`src/mipsIsaPkg.sv`:
```
`default_nettype none

package mipsIsaPkg;

	////////////////////
	// Opcodes
	////////////////////

	// All R-type share opcode zero and use funct to pick the operation
	localparam logic [5:0] opRtype = 6'h00;
	localparam logic [5:0] opAddi = 6'h08;
	localparam logic [5:0] opLw = 6'h23;
	localparam logic [5:0] opSw = 6'h2b;
	localparam logic [5:0] opBeq = 6'h04;
	// Core stops fetching on this one
	localparam logic [5:0] opHalt = 6'h3f;

	// R-type function codes
	localparam logic [5:0] fnAdd = 6'h20;
	localparam logic [5:0] fnSub = 6'h22;
	localparam logic [5:0] fnAnd = 6'h24;
	localparam logic [5:0] fnOr = 6'h25;
	localparam logic [5:0] fnSlt = 6'h2a;
	localparam logic [5:0] fnSll = 6'h00;

	////////////////////
	// Field positions
	////////////////////

	localparam int opHi = 31;
	localparam int opLo = 26;
	localparam int rsHi = 25;
	localparam int rsLo = 21;
	localparam int rtHi = 20;
	localparam int rtLo = 16;
	localparam int rdHi = 15;
	localparam int rdLo = 11;
	localparam int shamtHi = 10;
	localparam int shamtLo = 6;
	localparam int fnHi = 5;
	localparam int fnLo = 0;
	// 16-bit immediate of I-type
	localparam int immHi = 15;
	localparam int immLo = 0;

	// ALU operations
	typedef enum logic [3:0] {
		aluAdd = 4'd0,
		aluSub = 4'd1,
		aluAnd = 4'd2,
		aluOr = 4'd3,
		aluSlt = 4'd4,
		aluSll = 4'd5
	} aluOpT;

endpackage

`default_nettype wire

```
`src/mipsCtrlPkg.sv`:
```
`default_nettype none

package mipsCtrlPkg;

	////////////////////
	// FSM states
	////////////////////

	typedef enum logic [3:0] {
		fetch = 4'd0,
		decode = 4'd1,
		memAddr = 4'd2,
		memRead = 4'd3,
		memWriteback = 4'd4,
		memWrite = 4'd5,
		execute = 4'd6,
		aluWriteback = 4'd7,
		branch = 4'd8,
		// Terminal, left only by reset
		halt = 4'd9
	} ctrlStateT;

	// ALU operand A sources
	localparam logic [1:0] srcAPc = 2'd0;
	localparam logic [1:0] srcARegA = 2'd1;
	// Shift source for sll
	localparam logic [1:0] srcARegB = 2'd2;

	// ALU operand B sources
	localparam logic [1:0] srcBRegB = 2'd0;
	localparam logic [1:0] srcBFour = 2'd1;
	localparam logic [1:0] srcBImm = 2'd2;
	localparam logic [1:0] srcBShamt = 2'd3;

	// Datapath control word
	typedef struct packed {
		logic pcWrite;
		logic branch;
		logic iOrD;
		logic irWrite;
		logic regDst;
		logic memToReg;
		logic regWrite;
		logic memWrite;
		logic [1:0] aluSrcA;
		logic [1:0] aluSrcB;
		mipsIsaPkg::aluOpT aluOp;
	} ctrlWordT;

endpackage

`default_nettype wire

```
`src/mipsAlu.sv`:
```
`timescale 1ns/1ps
`default_nettype none

module mipsAlu (
	input wire [31:0] srcA,
	input wire [31:0] srcB,
	input wire mipsIsaPkg::aluOpT aluOp,
	output logic [31:0] result,
	output logic zero
);

	// Signed compare for slt
	logic lessThan;

	assign lessThan = $signed(srcA) < $signed(srcB);

	////////////////////
	// Operation select
	////////////////////

	always_comb begin
		case (aluOp)
			mipsIsaPkg::aluAdd: begin
				result = srcA + srcB;
			end
			mipsIsaPkg::aluSub: begin
				result = srcA - srcB;
			end
			mipsIsaPkg::aluAnd: begin
				result = srcA & srcB;
			end
			mipsIsaPkg::aluOr: begin
				result = srcA | srcB;
			end
			mipsIsaPkg::aluSlt: begin
				result = {31'd0, lessThan};
			end
			mipsIsaPkg::aluSll: begin
				// Only the low five bits matter as shift amount
				result = srcA << srcB[4:0];
			end
			default: begin
				result = srcA + srcB;
			end
		endcase
	end

	// Equality test for beq comes from sub
	assign zero = (result == 32'd0);

endmodule

`default_nettype wire

```
`src/mipsRegFile.sv`:
```
`timescale 1ns/1ps
`default_nettype none

module mipsRegFile (
	input wire clk,
	input wire rstN,
	input wire [4:0] rdAddrA,
	input wire [4:0] rdAddrB,
	input wire [4:0] wrAddr,
	input wire [31:0] wrData,
	input wire wrEna,
	output logic [31:0] rdDataA,
	output logic [31:0] rdDataB
);

	logic [31:0] regs [32];

	////////////////////
	// Write port
	////////////////////

	always_ff @(posedge clk or negedge rstN) begin
		if (!rstN) begin
			for (int i = 0; i < 32; i++) begin
				regs[i] <= 32'd0;
			end
		end else if (wrEna && (wrAddr != 5'd0)) begin
			// r0 stays hardwired to zero
			regs[wrAddr] <= wrData;
		end
	end

	// Asynchronous reads
	assign rdDataA = (rdAddrA == 5'd0) ? 32'd0 : regs[rdAddrA];
	assign rdDataB = (rdAddrB == 5'd0) ? 32'd0 : regs[rdAddrB];

endmodule

`default_nettype wire

```
`src/mipsPcUnit.sv`:
```
`timescale 1ns/1ps
`default_nettype none

module mipsPcUnit #(
	parameter logic [31:0] resetPc = 32'h0,
	parameter int countWidth = 32
) (
	input wire clk,
	input wire rstN,
	input wire mipsCtrlPkg::ctrlWordT ctrl,
	input wire [31:0] nextPc,
	input wire zero,
	output logic [31:0] pc,
	output logic [countWidth-1:0] instrCount
);

	logic pcEna;
	logic retire;

	// Taken branch or fetch increment
	assign pcEna = ctrl.pcWrite | (ctrl.branch & zero);

	// Every non-halt instruction ends on one of these
	assign retire = ctrl.regWrite | ctrl.memWrite | ctrl.branch;

	always_ff @(posedge clk or negedge rstN) begin
		if (!rstN) begin
			pc <= resetPc;
			instrCount <= '0;
		end else begin
			if (pcEna) begin
				pc <= nextPc;
			end
			if (retire) begin
				instrCount <= instrCount + 1'b1;
			end
		end
	end

endmodule

`default_nettype wire

```
`src/mipsController.sv`:
```
`timescale 1ns/1ps
`default_nettype none

module mipsController (
	input wire clk,
	input wire rstN,
	input wire [5:0] opcode,
	input wire [5:0] funct,
	output mipsCtrlPkg::ctrlWordT ctrl,
	output logic halted
);

	mipsCtrlPkg::ctrlStateT state;
	mipsCtrlPkg::ctrlStateT nextState;
	mipsIsaPkg::aluOpT fnOp;
	logic isRtype;
	logic isSll;

	assign isRtype = (opcode == mipsIsaPkg::opRtype);
	assign isSll = isRtype && (funct == mipsIsaPkg::fnSll);

	////////////////////
	// State register
	////////////////////

	always_ff @(posedge clk or negedge rstN) begin
		if (!rstN) begin
			state <= mipsCtrlPkg::fetch;
		end else begin
			state <= nextState;
		end
	end

	// Funct to ALU op
	always_comb begin
		case (funct)
			mipsIsaPkg::fnAdd: fnOp = mipsIsaPkg::aluAdd;
			mipsIsaPkg::fnSub: fnOp = mipsIsaPkg::aluSub;
			mipsIsaPkg::fnAnd: fnOp = mipsIsaPkg::aluAnd;
			mipsIsaPkg::fnOr: fnOp = mipsIsaPkg::aluOr;
			mipsIsaPkg::fnSlt: fnOp = mipsIsaPkg::aluSlt;
			mipsIsaPkg::fnSll: fnOp = mipsIsaPkg::aluSll;
			default: fnOp = mipsIsaPkg::aluAdd;
		endcase
	end

	////////////////////
	// Next state
	////////////////////

	always_comb begin
		nextState = state;
		case (state)
			mipsCtrlPkg::fetch: nextState = mipsCtrlPkg::decode;
			mipsCtrlPkg::decode: begin
				case (opcode)
					mipsIsaPkg::opLw, mipsIsaPkg::opSw: nextState = mipsCtrlPkg::memAddr;
					mipsIsaPkg::opRtype, mipsIsaPkg::opAddi: nextState = mipsCtrlPkg::execute;
					mipsIsaPkg::opBeq: nextState = mipsCtrlPkg::branch;
					// halt and anything unknown
					default: nextState = mipsCtrlPkg::halt;
				endcase
			end
			mipsCtrlPkg::memAddr: begin
				if (opcode == mipsIsaPkg::opLw) begin
					nextState = mipsCtrlPkg::memRead;
				end else begin
					nextState = mipsCtrlPkg::memWrite;
				end
			end
			mipsCtrlPkg::memRead: nextState = mipsCtrlPkg::memWriteback;
			mipsCtrlPkg::execute: nextState = mipsCtrlPkg::aluWriteback;
			mipsCtrlPkg::halt: nextState = mipsCtrlPkg::halt;
			// Final cycles go back to fetch
			default: nextState = mipsCtrlPkg::fetch;
		endcase
	end

	////////////////////
	// Control word
	////////////////////

	always_comb begin
		ctrl = '0;
		ctrl.aluOp = mipsIsaPkg::aluAdd;
		case (state)
			mipsCtrlPkg::fetch: begin
				// IR <= mem[pc], pc <= pc + 4
				ctrl.irWrite = 1'b1;
				ctrl.pcWrite = 1'b1;
				ctrl.aluSrcA = mipsCtrlPkg::srcAPc;
				ctrl.aluSrcB = mipsCtrlPkg::srcBFour;
			end
			mipsCtrlPkg::decode: begin
				// Branch target into ALUOut ahead of time
				ctrl.aluSrcA = mipsCtrlPkg::srcAPc;
				ctrl.aluSrcB = mipsCtrlPkg::srcBImm;
			end
			mipsCtrlPkg::memAddr: begin
				ctrl.aluSrcA = mipsCtrlPkg::srcARegA;
				ctrl.aluSrcB = mipsCtrlPkg::srcBImm;
			end
			mipsCtrlPkg::memRead: begin
				ctrl.iOrD = 1'b1;
			end
			mipsCtrlPkg::memWriteback: begin
				ctrl.memToReg = 1'b1;
				ctrl.regWrite = 1'b1;
			end
			mipsCtrlPkg::memWrite: begin
				ctrl.iOrD = 1'b1;
				ctrl.memWrite = 1'b1;
			end
			mipsCtrlPkg::execute: begin
				// sll shifts rt, everything else starts from rs
				ctrl.aluSrcA = isSll ? mipsCtrlPkg::srcARegB : mipsCtrlPkg::srcARegA;
				if (!isRtype) begin
					ctrl.aluSrcB = mipsCtrlPkg::srcBImm;
				end else if (isSll) begin
					ctrl.aluSrcB = mipsCtrlPkg::srcBShamt;
				end else begin
					ctrl.aluSrcB = mipsCtrlPkg::srcBRegB;
				end
				ctrl.aluOp = isRtype ? fnOp : mipsIsaPkg::aluAdd;
			end
			mipsCtrlPkg::aluWriteback: begin
				// rd for R-type, rt for addi
				ctrl.regDst = isRtype;
				ctrl.regWrite = 1'b1;
			end
			mipsCtrlPkg::branch: begin
				ctrl.aluSrcA = mipsCtrlPkg::srcARegA;
				ctrl.aluSrcB = mipsCtrlPkg::srcBRegB;
				ctrl.aluOp = mipsIsaPkg::aluSub;
				ctrl.branch = 1'b1;
			end
			default: begin
				// halt drives nothing
			end
		endcase
	end

	assign halted = (state == mipsCtrlPkg::halt);

endmodule

`default_nettype wire

```
`src/mipsDatapath.sv`:
```
`timescale 1ns/1ps
`default_nettype none

module mipsDatapath (
	input wire clk,
	input wire rstN,
	input wire mipsCtrlPkg::ctrlWordT ctrl,
	input wire [31:0] pc,
	input wire [31:0] memRdData,
	input wire [31:0] aluResult,
	input wire [31:0] rdDataA,
	input wire [31:0] rdDataB,
	output logic [31:0] memAddr,
	output logic [31:0] memWrData,
	output logic [31:0] srcA,
	output logic [31:0] srcB,
	output logic [31:0] nextPc,
	output logic [5:0] opcode,
	output logic [5:0] funct,
	output logic [4:0] rdAddrA,
	output logic [4:0] rdAddrB,
	output logic [4:0] wrAddr,
	output logic [31:0] wrData
);

	logic [31:0] instr;
	logic [31:0] dataReg;
	logic [31:0] regA;
	logic [31:0] regB;
	logic [31:0] aluOut;
	logic [31:0] signImm;
	logic [31:0] immOperand;
	logic [31:0] padShamt;

	////////////////////
	// Holding registers
	////////////////////

	// Instruction register, loaded in fetch
	always_ff @(posedge clk or negedge rstN) begin
		if (!rstN) begin
			instr <= 32'd0;
		end else if (ctrl.irWrite) begin
			instr <= memRdData;
		end
	end

	// Reloaded every cycle
	always_ff @(posedge clk) begin
		dataReg <= memRdData;
		regA <= rdDataA;
		regB <= rdDataB;
		aluOut <= aluResult;
	end

	// Instruction fields
	assign opcode = instr[mipsIsaPkg::opHi:mipsIsaPkg::opLo];
	assign funct = instr[mipsIsaPkg::fnHi:mipsIsaPkg::fnLo];
	assign rdAddrA = instr[mipsIsaPkg::rsHi:mipsIsaPkg::rsLo];
	assign rdAddrB = instr[mipsIsaPkg::rtHi:mipsIsaPkg::rtLo];

	// Immediate and shift amount
	assign signImm = {{16{instr[mipsIsaPkg::immHi]}},
		instr[mipsIsaPkg::immHi:mipsIsaPkg::immLo]};
	assign padShamt = {27'd0, instr[mipsIsaPkg::shamtHi:mipsIsaPkg::shamtLo]};

	// Word offset when added to pc
	assign immOperand = (ctrl.aluSrcA == mipsCtrlPkg::srcAPc) ?
		{signImm[29:0], 2'b00} : signImm;

	////////////////////
	// Operand muxes
	////////////////////

	always_comb begin
		case (ctrl.aluSrcA)
			mipsCtrlPkg::srcARegA: srcA = regA;
			mipsCtrlPkg::srcARegB: srcA = regB;
			default: srcA = pc;
		endcase
	end

	always_comb begin
		case (ctrl.aluSrcB)
			mipsCtrlPkg::srcBFour: srcB = 32'd4;
			mipsCtrlPkg::srcBImm: srcB = immOperand;
			mipsCtrlPkg::srcBShamt: srcB = padShamt;
			default: srcB = regB;
		endcase
	end

	// Register write back
	assign wrAddr = ctrl.regDst ? instr[mipsIsaPkg::rdHi:mipsIsaPkg::rdLo] :
		instr[mipsIsaPkg::rtHi:mipsIsaPkg::rtLo];
	assign wrData = ctrl.memToReg ? dataReg : aluOut;

	// Memory side
	assign memAddr = ctrl.iOrD ? aluOut : pc;
	assign memWrData = regB;

	// Branch uses target saved in decode
	assign nextPc = ctrl.branch ? aluOut : aluResult;

endmodule

`default_nettype wire

```
`src/mipsCore.sv`:
```
`timescale 1ns/1ps
`default_nettype none

module mipsCore #(
	parameter logic [31:0] resetPc = 32'h0,
	parameter int countWidth = 32
) (
	input wire clk,
	input wire rstN,
	input wire [31:0] memRdData,
	output logic [31:0] memAddr,
	output logic memWrEna,
	output logic [31:0] memWrData,
	output logic halted,
	output logic [countWidth-1:0] instrCount
);

	mipsCtrlPkg::ctrlWordT ctrl;
	logic [5:0] opcode;
	logic [5:0] funct;
	logic [31:0] pc;
	logic [31:0] nextPc;
	logic [31:0] srcA;
	logic [31:0] srcB;
	logic [31:0] aluResult;
	logic zero;
	logic [4:0] rdAddrA;
	logic [4:0] rdAddrB;
	logic [4:0] wrAddr;
	logic [31:0] wrData;
	logic [31:0] rdDataA;
	logic [31:0] rdDataB;

	// Write strobe straight from the control word
	assign memWrEna = ctrl.memWrite;

	////////////////////
	// Control
	////////////////////

	mipsController ctrlFsm (
		.clk(clk),
		.rstN(rstN),
		.opcode(opcode),
		.funct(funct),
		.ctrl(ctrl),
		.halted(halted)
	);

	////////////////////
	// Datapath
	////////////////////

	mipsDatapath datapath (
		.clk(clk),
		.rstN(rstN),
		.ctrl(ctrl),
		.pc(pc),
		.memRdData(memRdData),
		.aluResult(aluResult),
		.rdDataA(rdDataA),
		.rdDataB(rdDataB),
		.memAddr(memAddr),
		.memWrData(memWrData),
		.srcA(srcA),
		.srcB(srcB),
		.nextPc(nextPc),
		.opcode(opcode),
		.funct(funct),
		.rdAddrA(rdAddrA),
		.rdAddrB(rdAddrB),
		.wrAddr(wrAddr),
		.wrData(wrData)
	);

	mipsRegFile regFile (
		.clk(clk),
		.rstN(rstN),
		.rdAddrA(rdAddrA),
		.rdAddrB(rdAddrB),
		.wrAddr(wrAddr),
		.wrData(wrData),
		.wrEna(ctrl.regWrite),
		.rdDataA(rdDataA),
		.rdDataB(rdDataB)
	);

	mipsAlu alu (
		.srcA(srcA),
		.srcB(srcB),
		.aluOp(ctrl.aluOp),
		.result(aluResult),
		.zero(zero)
	);

	// PC and retire counter
	mipsPcUnit #(
		.resetPc(resetPc),
		.countWidth(countWidth)
	) pcUnit (
		.clk(clk),
		.rstN(rstN),
		.ctrl(ctrl),
		.nextPc(nextPc),
		.zero(zero),
		.pc(pc),
		.instrCount(instrCount)
	);

endmodule

`default_nettype wire

```
`config.mk`:
```
export PLATFORM = sky130hd
export DESIGN_NAME = mipsCore
export DESIGN_NICKNAME = d
export VERILOG_FILES = /design/src/mipsIsaPkg.sv /design/src/mipsCtrlPkg.sv /design/src/mipsAlu.sv /design/src/mipsRegFile.sv /design/src/mipsPcUnit.sv /design/src/mipsController.sv /design/src/mipsDatapath.sv /design/src/mipsCore.sv
export SDC_FILE = /design/constraint.sdc
export NUM_CORES = 2
export LEC_CHECK = 0
export BUFFER_PORTS_ARGS = -buffer_cell sky130_fd_sc_hd__buf_4
export CELL_PAD_IN_SITES_DETAIL_PLACEMENT = 1
export CELL_PAD_IN_SITES_GLOBAL_PLACEMENT = 1
export CORE_MARGIN = 4
export CORE_UTILIZATION = 50
export DETAILED_ROUTE_END_ITERATION = 12
export PLACE_DENSITY = 0.81
export SLEW_MARGIN = 20
export SYNTH_ARGS = -nofsm -noshare
export SYNTH_HDL_FRONTEND = slang
export SYNTH_SLANG_ARGS = --single-unit
```
`constraint.sdc`:
```
create_clock -name clk -period 9.4 [get_ports clk]
set_clock_uncertainty 0.2 [all_clocks]
set_input_delay 1.88 -clock clk [delete_from_list [all_inputs] [get_ports clk]]
set_output_delay 1.88 -clock clk [all_outputs]
set_load 0.03 [all_outputs]
```
-- Word level (Yosys, flattened, before mapping)
Index checks and enable logic that the tools add are counted.
- register bits: 1252
- input bits: 34
- output and inout port bits: 98
- word-level logic and storage cells: 134
- add/subtract/negate cells: 3
- magnitude comparators: 5
- equal/unequal tests: 27
- shifts and indexed selects: 1
- muxes and demuxes: 34
- bitwise gates (word level): 9
- reductions and logical operators: 15
- operators by type and width (operator ; count):
    1024-bit bitwise mux ; 1
    32-bit binary-select mux with 5-bit select ; 2
    32-bit 2-to-1 mux ; 8
    32-bit demux with 5-bit select ; 1
    32-bit one-hot mux with 5 select lines ; 1
    32-bit one-hot mux with 3 select lines ; 1
    32-bit one-hot mux with 2 select lines ; 1
    6-bit equality test (second input constant) ; 6
    32-bit by 1-bit adder with 32-bit output (second input constant) ; 1
    32-bit adder ; 1
    32-bit bitwise AND ; 1
    32-bit zero test ; 1
    32-bit < comparator ; 1
    32-bit bitwise OR ; 1
    32-bit by 5-bit left shift with 32-bit output ; 1
    32-bit subtractor ; 1
    4-bit by 3-bit equality test with 1-bit output (second input constant) ; 6
    4-bit one-hot mux with 6 select lines ; 1
    4-bit one-hot mux with 5 select lines ; 1
    6-bit >= comparator (second input constant) ; 3
    5-bit NOT with 6-bit output ; 3
    17-bit 2-to-1 mux ; 1
    4-bit by 2-bit equality test with 1-bit output (second input constant) ; 4
    3-bit one-hot mux with 5 select lines ; 1
    other kinds (22) ; 45

-- Longest topological paths before layout
- word-level depth: 13
- gate-level depth with buffers: 32

-- Modules after synthesis
From an unflattened synthesis, not the netlist that was laid out.
- cells, all modules: 5444
- area total of the unflattened synthesis: 71359.7 um^2
- by module, submodules not included (module ; instances ; cells an instance ; area an instance (um^2) ; sequential area each (um^2)):
    mipsRegFile ; 1 ; 3513 ; 54075.6 ; 25624.6
    mipsAlu ; 1 ; 1115 ; 7583.5 ; 0.0
    mipsDatapath ; 1 ; 546 ; 6505.0 ; 3363.2
    mipsPcUnit ; 1 ; 198 ; 2656.3 ; 1601.5
    mipsController ; 1 ; 72 ; 539.3 ; 100.1

-- Worst setup path before layout
Ideal clock, no wire load.
- path kind: register -> register
- start: register datapath.instr[26]
- end: register pcUnit.pc[10]
- setup time: 125 ps
- data arrival time: 6729 ps
- data required time: 9075 ps
- slack: 2346 ps
- stages on the path, launching flop included: 29
- path buffers: 4
- clock period less this slack: 7054 ps
- cell sequence: dfrtp_1 nor4_4 nand4_1 a31oi_1 nor2_1 inv_1 ha_1 mux2_2 a22o_1 a31o_2 clkbuf_1 clkbuf_1 ha_1 clkbuf_1 nor2_1 a2111o_1 a31oi_1 a311oi_1 o41ai_1 mux2i_1 nor2_1 nor4b_2 o2111ai_1 nor4_1 nand4_1 nor4_2 a21oi_4 buf_6 mux2_4
- word-level cells in the longest chain between the ends: 12
- elaborated cells on any way between the ends: 33
- those cells by class: add/sub: 2; order compare: 1; eq/ne: 10; shift: 1; mux: 11; bitwise: 4; reduce/logical: 4
- ends and longest elaborated chain (element ; line ; text):
    start: declaration ; mipsDatapath.sv:26 ; logic [31:0] instr;
    start signal: assignment ; mipsDatapath.sv:44 ; instr <= memRdData;
    6-bit zero test * ; mipsController.sv:19 ; assign isRtype = (opcode == mipsIsaPkg::opRtype);
    1-bit logical AND ; mipsController.sv:20 ; assign isSll = isRtype && (funct == mipsIsaPkg::fnSll);
    2-bit 2-to-1 mux, on equally long branches ; mipsController.sv:119, mipsController.sv:116 ;
    2-bit 2-to-1 mux / 4-bit one-hot mux with 5 select lines (equally long branches) ; mipsController.sv:117, mipsController.sv:86 ;
    4-bit one-hot mux with 5 select lines / 2-bit zero test (equally long branches) ; mipsController.sv:86, mipsDatapath.sv:68 ;
    2-bit equality test, or another cell as far along ; mipsDatapath.sv:84 ; case (ctrl.aluSrcB)
    32-bit one-hot mux with 3 select lines ; mipsDatapath.sv:84 ;
    32-bit adder, or another cell as far along ; mipsAlu.sv:24, mipsAlu.sv:43 ;
    32-bit one-hot mux with 5 select lines * ; mipsAlu.sv:22 ; case (aluOp)
    32-bit zero test ; mipsAlu.sv:49 ; assign zero = (result == 32'd0);
    1-bit bitwise AND ; mipsPcUnit.sv:21 ; assign pcEna = ctrl.pcWrite | (ctrl.branch & zero);
    1-bit bitwise OR ; mipsPcUnit.sv:21 ;
    end signal: assignment ; mipsPcUnit.sv:28 ; pc <= resetPc;
    end signal: assignment ; mipsPcUnit.sv:32 ; pc <= nextPc;
    end: declaration ; mipsPcUnit.sv:13 ; output logic [31:0] pc,
Mark *: on every way between the ends. The rest lies on a longest branch, timed or not.
A chain may end at the register's enable or synchronous reset.

-- Worst setup path after layout
- start: register ctrlFsm.state[0]
- end: register pcUnit.pc[8]
- word-level cells in the longest chain between the ends: 10
- elaborated cells on any way between the ends: 34
- those cells by class: add/sub: 2; order compare: 1; eq/ne: 14; shift: 1; mux: 9; bitwise: 4; reduce/logical: 3
- ends and longest elaborated chain (element ; line ; text):
    start: declaration ; mipsController.sv:13 ; mipsCtrlPkg::ctrlStateT state;
    start signal: assignment ; mipsController.sv:28 ; state <= mipsCtrlPkg::fetch;
    start signal: assignment ; mipsController.sv:30 ; state <= nextState;
    4-bit equality test, or another cell as far along ; mipsController.sv:86 ; case (state)
    4-bit one-hot mux with 5 select lines ; mipsController.sv:86 ;
    2-bit zero test ; mipsDatapath.sv:68 ; assign immOperand = (ctrl.aluSrcA == mipsCtrlPkg::srcAPc) ?
    17-bit 2-to-1 mux ; mipsDatapath.sv:68 ;
    32-bit one-hot mux with 3 select lines ; mipsDatapath.sv:84 ;
    32-bit adder, or another cell as far along ; mipsAlu.sv:24, mipsAlu.sv:43 ;
    32-bit one-hot mux with 5 select lines ; mipsAlu.sv:22 ;
    32-bit zero test ; mipsAlu.sv:49 ;
    1-bit bitwise AND ; mipsPcUnit.sv:21 ;
    1-bit bitwise OR ; mipsPcUnit.sv:21 ;
Several ways; a longest one is shown, not always the timed one.

==> results.md <==
Floorplanning:
- The starting utilization of the core area is 0.503.
- In this run the horizontal extent of the chip is 377 µm.
- The die covers between 0.1 and 0.15 mm².
- The area of the core is 0.135 mm².
- The site row count is 135.
- Measured along the y axis, the die boundary spans 377 µm.
- Pin placement for this block handled 132 I/O pins.

Power:
- In this run the power spent charging and discharging nets is 13.7 mW.
- Of the total power, combinational logic draws 0.526.
- The leakage power of the design is 32.6 nW.
- The internal power is roughly 15 mW.
- The share of total power dissipated in the clock network is 0.197.
- The total design power is 28.5 mW.
- The fraction of power spent switching nets is 0.479.
- The power per cell area is between 300 and 400 mW/mm².
- VDD sags by at most approximately 0.00026 V.
- The sequential share of power is 0.277.

CTS:
- The clock latency on the worst-skew pair is 0.80 ns.
- Buffers inserted to repair hold after CTS numbered 0.
- The number of buffers inserted during clock tree synthesis is 136.
- After clock tree synthesis, the clock-pin slew on the worst setup and hold paths is 0.06 ns.
- The cell at the root of the clock tree is clkbuf_16.
- The maximum level of the CTS H-tree is 4.
- The maximum clock insertion buffer count is 3.
- The number of setup buffers added after CTS is 0.
- The TritonCTS sink count is 1252.
- TritonCTS built the clock tree.
- Once the clock tree was built, the resizer swapped 0 gates to a different size.

Synth:
- After synthesis, the share of cell area in mux cells is 0.227.
- Of the total synthesized cell area, the portion taken by AND, OR, NAND and NOR gates is 0.117.
- In this run the cell area of the synthesized design comes to 0.0682 mm².
- Counting every net in the synthesized netlist gives 6688.
- The gate count after technology mapping is 6550.
- The post-synthesis register bit count is 1252.
- For this run, the register share of the synthesized area comes to 0.450.
- The share of flip-flops with an asynchronous set or reset after synthesis is 0.898.
- By area, the combinational part of the netlist is dominated by multiplexers.
- The number of flops mapped to enable cells by yosys is 0.
- Synthesis instantiated 94 different standard cells from the library.
- The post-synthesis compound-gate area fraction is 0.138.
- Of the total synthesized cell area, the portion taken by XOR and XNOR cells is 0.00681.
- A synthesized cell averages roughly 10 µm².
- The adder and majority gate portion of the synthesized area is 0.0193.
- The total number of yosys warnings is 0.
- The dominant register cell in the synthesized netlist is dfrtp_1.

Cells and area:
- The top cell types in the final layout, fill and taps aside, are dfrtp_1 (1114), nand2_1 (846), nor2_1 (803).
- The most common cell after layout, fill and taps aside is dfrtp_1.
- The net count of the finished layout is about 6500.
- In the final layout, the share of cells above drive strength 1 is 0.195.
- The number of standard cells in the final layout excluding fillers is roughly 8300.
- Relative to the synthesized area, the layout overhead comes to 10.6%.
- The post-route cell area is between 0.07 and 0.08 mm².
- Once layout is complete, the utilization of the core stands at 0.557.

STA:
- The worst pin sits at a relative slew slack of 0.185.
- Setup repair after global routing left no endpoint under its margin.
- Static timing analysis puts the maximum clock frequency at 113 MHz.
- The final critical delay including setup and external delays is between 8 and 9 ns.
- In the finished design, the share of the clock period the worst path needs comes to 0.939.
- The total of endpoints with negative setup slack in the final report is 0.
- For the pin with the worst max-slew slack, the measured transition is 1.19 ns.
- The count of final max-slew check failures is 0.
- The number of hold violations in the final report is 0.
- Once routing completed, OpenROAD measured the worst setup slack at approximately 0.57 ns.
- Final hold analysis gives a worst-case slack of about 0.21 ns.
- In the final timing run, aggregate negative setup slack is 0 ns.

Worst setup path:
- The worst path arrival time is 9.30 ns.
- The type of element capturing the critical path is a flop.
- The setup slack on the worst flop-to-flop path is roughly 0.57 ns.
- The critical path is of the flop to flop type.
- The depth of the worst register-to-register path is 23.
- For the worst setup path, the data required time is 9.87 ns.
- Of all nets on the critical path, the largest fanout is 23.
- The type of origin of the critical path is a flop.

Place:
- In this run, placement finished with an instance count of roughly 8000.
- The count of port buffers added during placement is approximately 130.
- The HPWL after detailed placement is 170000 µm.
- Prior to clock tree synthesis, the placed netlist has a worst setup slack of 0.524 ns.
- In this run the cell area measured after placement is between 0.07 and 0.08 mm².
- Routability-driven placement finished with a final weighted congestion of roughly 1.1.

Run status:
- The run finished with clean final reports.

Routing:
- In this run, the number of DRC markers left after iteration 0 of detailed routing was 6812.
- After detailed routing, the number of remaining DRC violations is 0.
- The via-per-instance ratio is ~7.0.
- The number of optimization iterations in the first detailed-route pass is 5.
- The number of nets with antenna violations after routing is 0.
- Summed over all layers, the routed wires come to 279000 µm.
- The routed layout has 58100 vias.
- In the final routed layout, each cell accounts on average for 33.8 µm.

Min path:
- The number of stages on the worst hold path is 0.
- The type of the worst min-delay path is flop to flop.

Global routing:
- The global-route wire length before repair is roughly 410000 µm.
- The largest net degree at the start of global routing is 175.
- The residual overflow from global routing is 0.
- For this run, the total global-route usage over all layers was measured as 0.392.
- The number of global-route vias before repair is 62700.
- The number of antenna violations at the first check in global routing was 2.

Job:
- Across the run, the number of max-cap violations was 0.
==> layout make-up <==
type / count / area [µm²]
fillers: 14300 / 60100
multi-input cells: 4568 / 35100
flip-flops and latches: 1252 / 30700
clock buffers: 205 / 4100
repair buffers: 287 / 2330
well taps: 1781 / 2230
clock inverters: 45 / 524
inverters: 116 / 439
diodes: 1 / 2.50
==> cells by family (layout without fill, tap and decap cells) <==
group                      Yosys count  count (layout)
AOI/OAI and AO/OA                 1630            1630
xor gates and xnor gates            53              53
adders and majority gates          104             104
buffers and inverters              730             653
DFF                               1252            1252
muxes                              836             836
other                                0               1
and+or+nand+nor                   1945            1945
==> path summary, 6_finish.rpt <==
check | from | end
worst min register to register | regFile.regs[1011]$_DFFE_PN0P_ | regFile.regs[1011]$_DFFE_PN0P_
min in group asynchronous | rstN | pcUnit.instrCount[22]$_DFFE_PN0P_
worst min-delay path | regFile.regs[1011]$_DFFE_PN0P_ | regFile.regs[1011]$_DFFE_PN0P_
worst max-delay path | ctrlFsm.state[0]$_DFF_PN0_ | pcUnit.pc[8]$_DFFE_PN0P_
worst max register to register | ctrlFsm.state[0]$_DFF_PN0_ | pcUnit.pc[8]$_DFFE_PN0P_
max in group asynchronous | rstN | regFile.regs[536]$_DFFE_PN0P_
==> critical path, cell delays in order, from the launching register on <==
cell	delay, ns
dfrtp_1	0.63
nor4b_1	0.57
nand4_2	0.29
clkinv_2	0.22
ha_1	0.40
a22oi_1	0.16
o21ai_0	0.58
inv_1	0.29
fa_1	0.51
nand2b_1	0.20
a2111o_1	0.41
a31oi_1	0.47
a311oi_1	0.31
o41ai_2	0.60
mux2i_1	0.26
nor2_1	0.08
nor4b_2	0.41
o2111ai_1	0.23
nor4_1	0.22
nand4_1	0.30
nor4_2	0.48
a21oi_4	0.23
buf_12	0.23
mux2_4	0.34
==> power by group through the flow <==
stage	Sequential (mW)	Clock (mW)	Combinational, mW
6_report	7.91	5.62	15.0
5_1_grt	7.96	5.90	15.8
4_1_cts	7.82	5.64	14.6
3_3_place_gp	7.76	0	14.2
2_1_floorplan	7.06	0	9.83
3_5_place_dp	7.87	0	14.4
==> cell usage after synthesis, types with 17 or more instances <==
library cell / instances / area (µm²)
o21ai_0: 609 / 3050
nand2b_1: 19 / 119
mux2_2: 44 / 495
nor2_1: 817 / 3070
nand3_1: 42 / 210
o31ai_1: 18 / 135
nor2b_1: 18 / 113
a221oi_1: 42 / 368
nor3_1: 66 / 330
a21oi_1: 613 / 3070
a22oi_1: 42 / 315
mux2i_1: 211 / 2110
o22ai_1: 39 / 244
inv_1: 110 / 413
a211oi_1: 28 / 210
nand2_1: 859 / 3220
mux2_4: 28 / 420
dfxtp_1: 128 / 2560
nand4_1: 19 / 119
and3_1: 17 / 106
clkbuf_1: 512 / 1920
mux4_2: 553 / 12500
o211ai_1: 27 / 203
ha_1: 102 / 1280
dfrtp_1: 1124 / 28100
buf_1: 79 / 297
xnor2_1: 38 / 333
o221ai_1: 43 / 377
==> flip-flops by register name, indices dropped and copies added (netlist names) <==
name                count
pcUnit.pc              32
datapath.aluOut        32
regFile.regs         1024
datapath.memWrData     32
datapath.dataReg       32
ctrlFsm.state           4
pcUnit.instrCount      32
datapath.regA          32
datapath.instr         32
==> routing by layer <==
metal	track usage	share of wire	vias up
li1	-	-	23200
met1	0.480	0.36	30000
met5	0	0	-
met4	0.259	0.076	0
met2	0.627	0.47	3753
met3	0.0887	0.096	1223
Note: power is estimated with default switching activity, not from simulation.
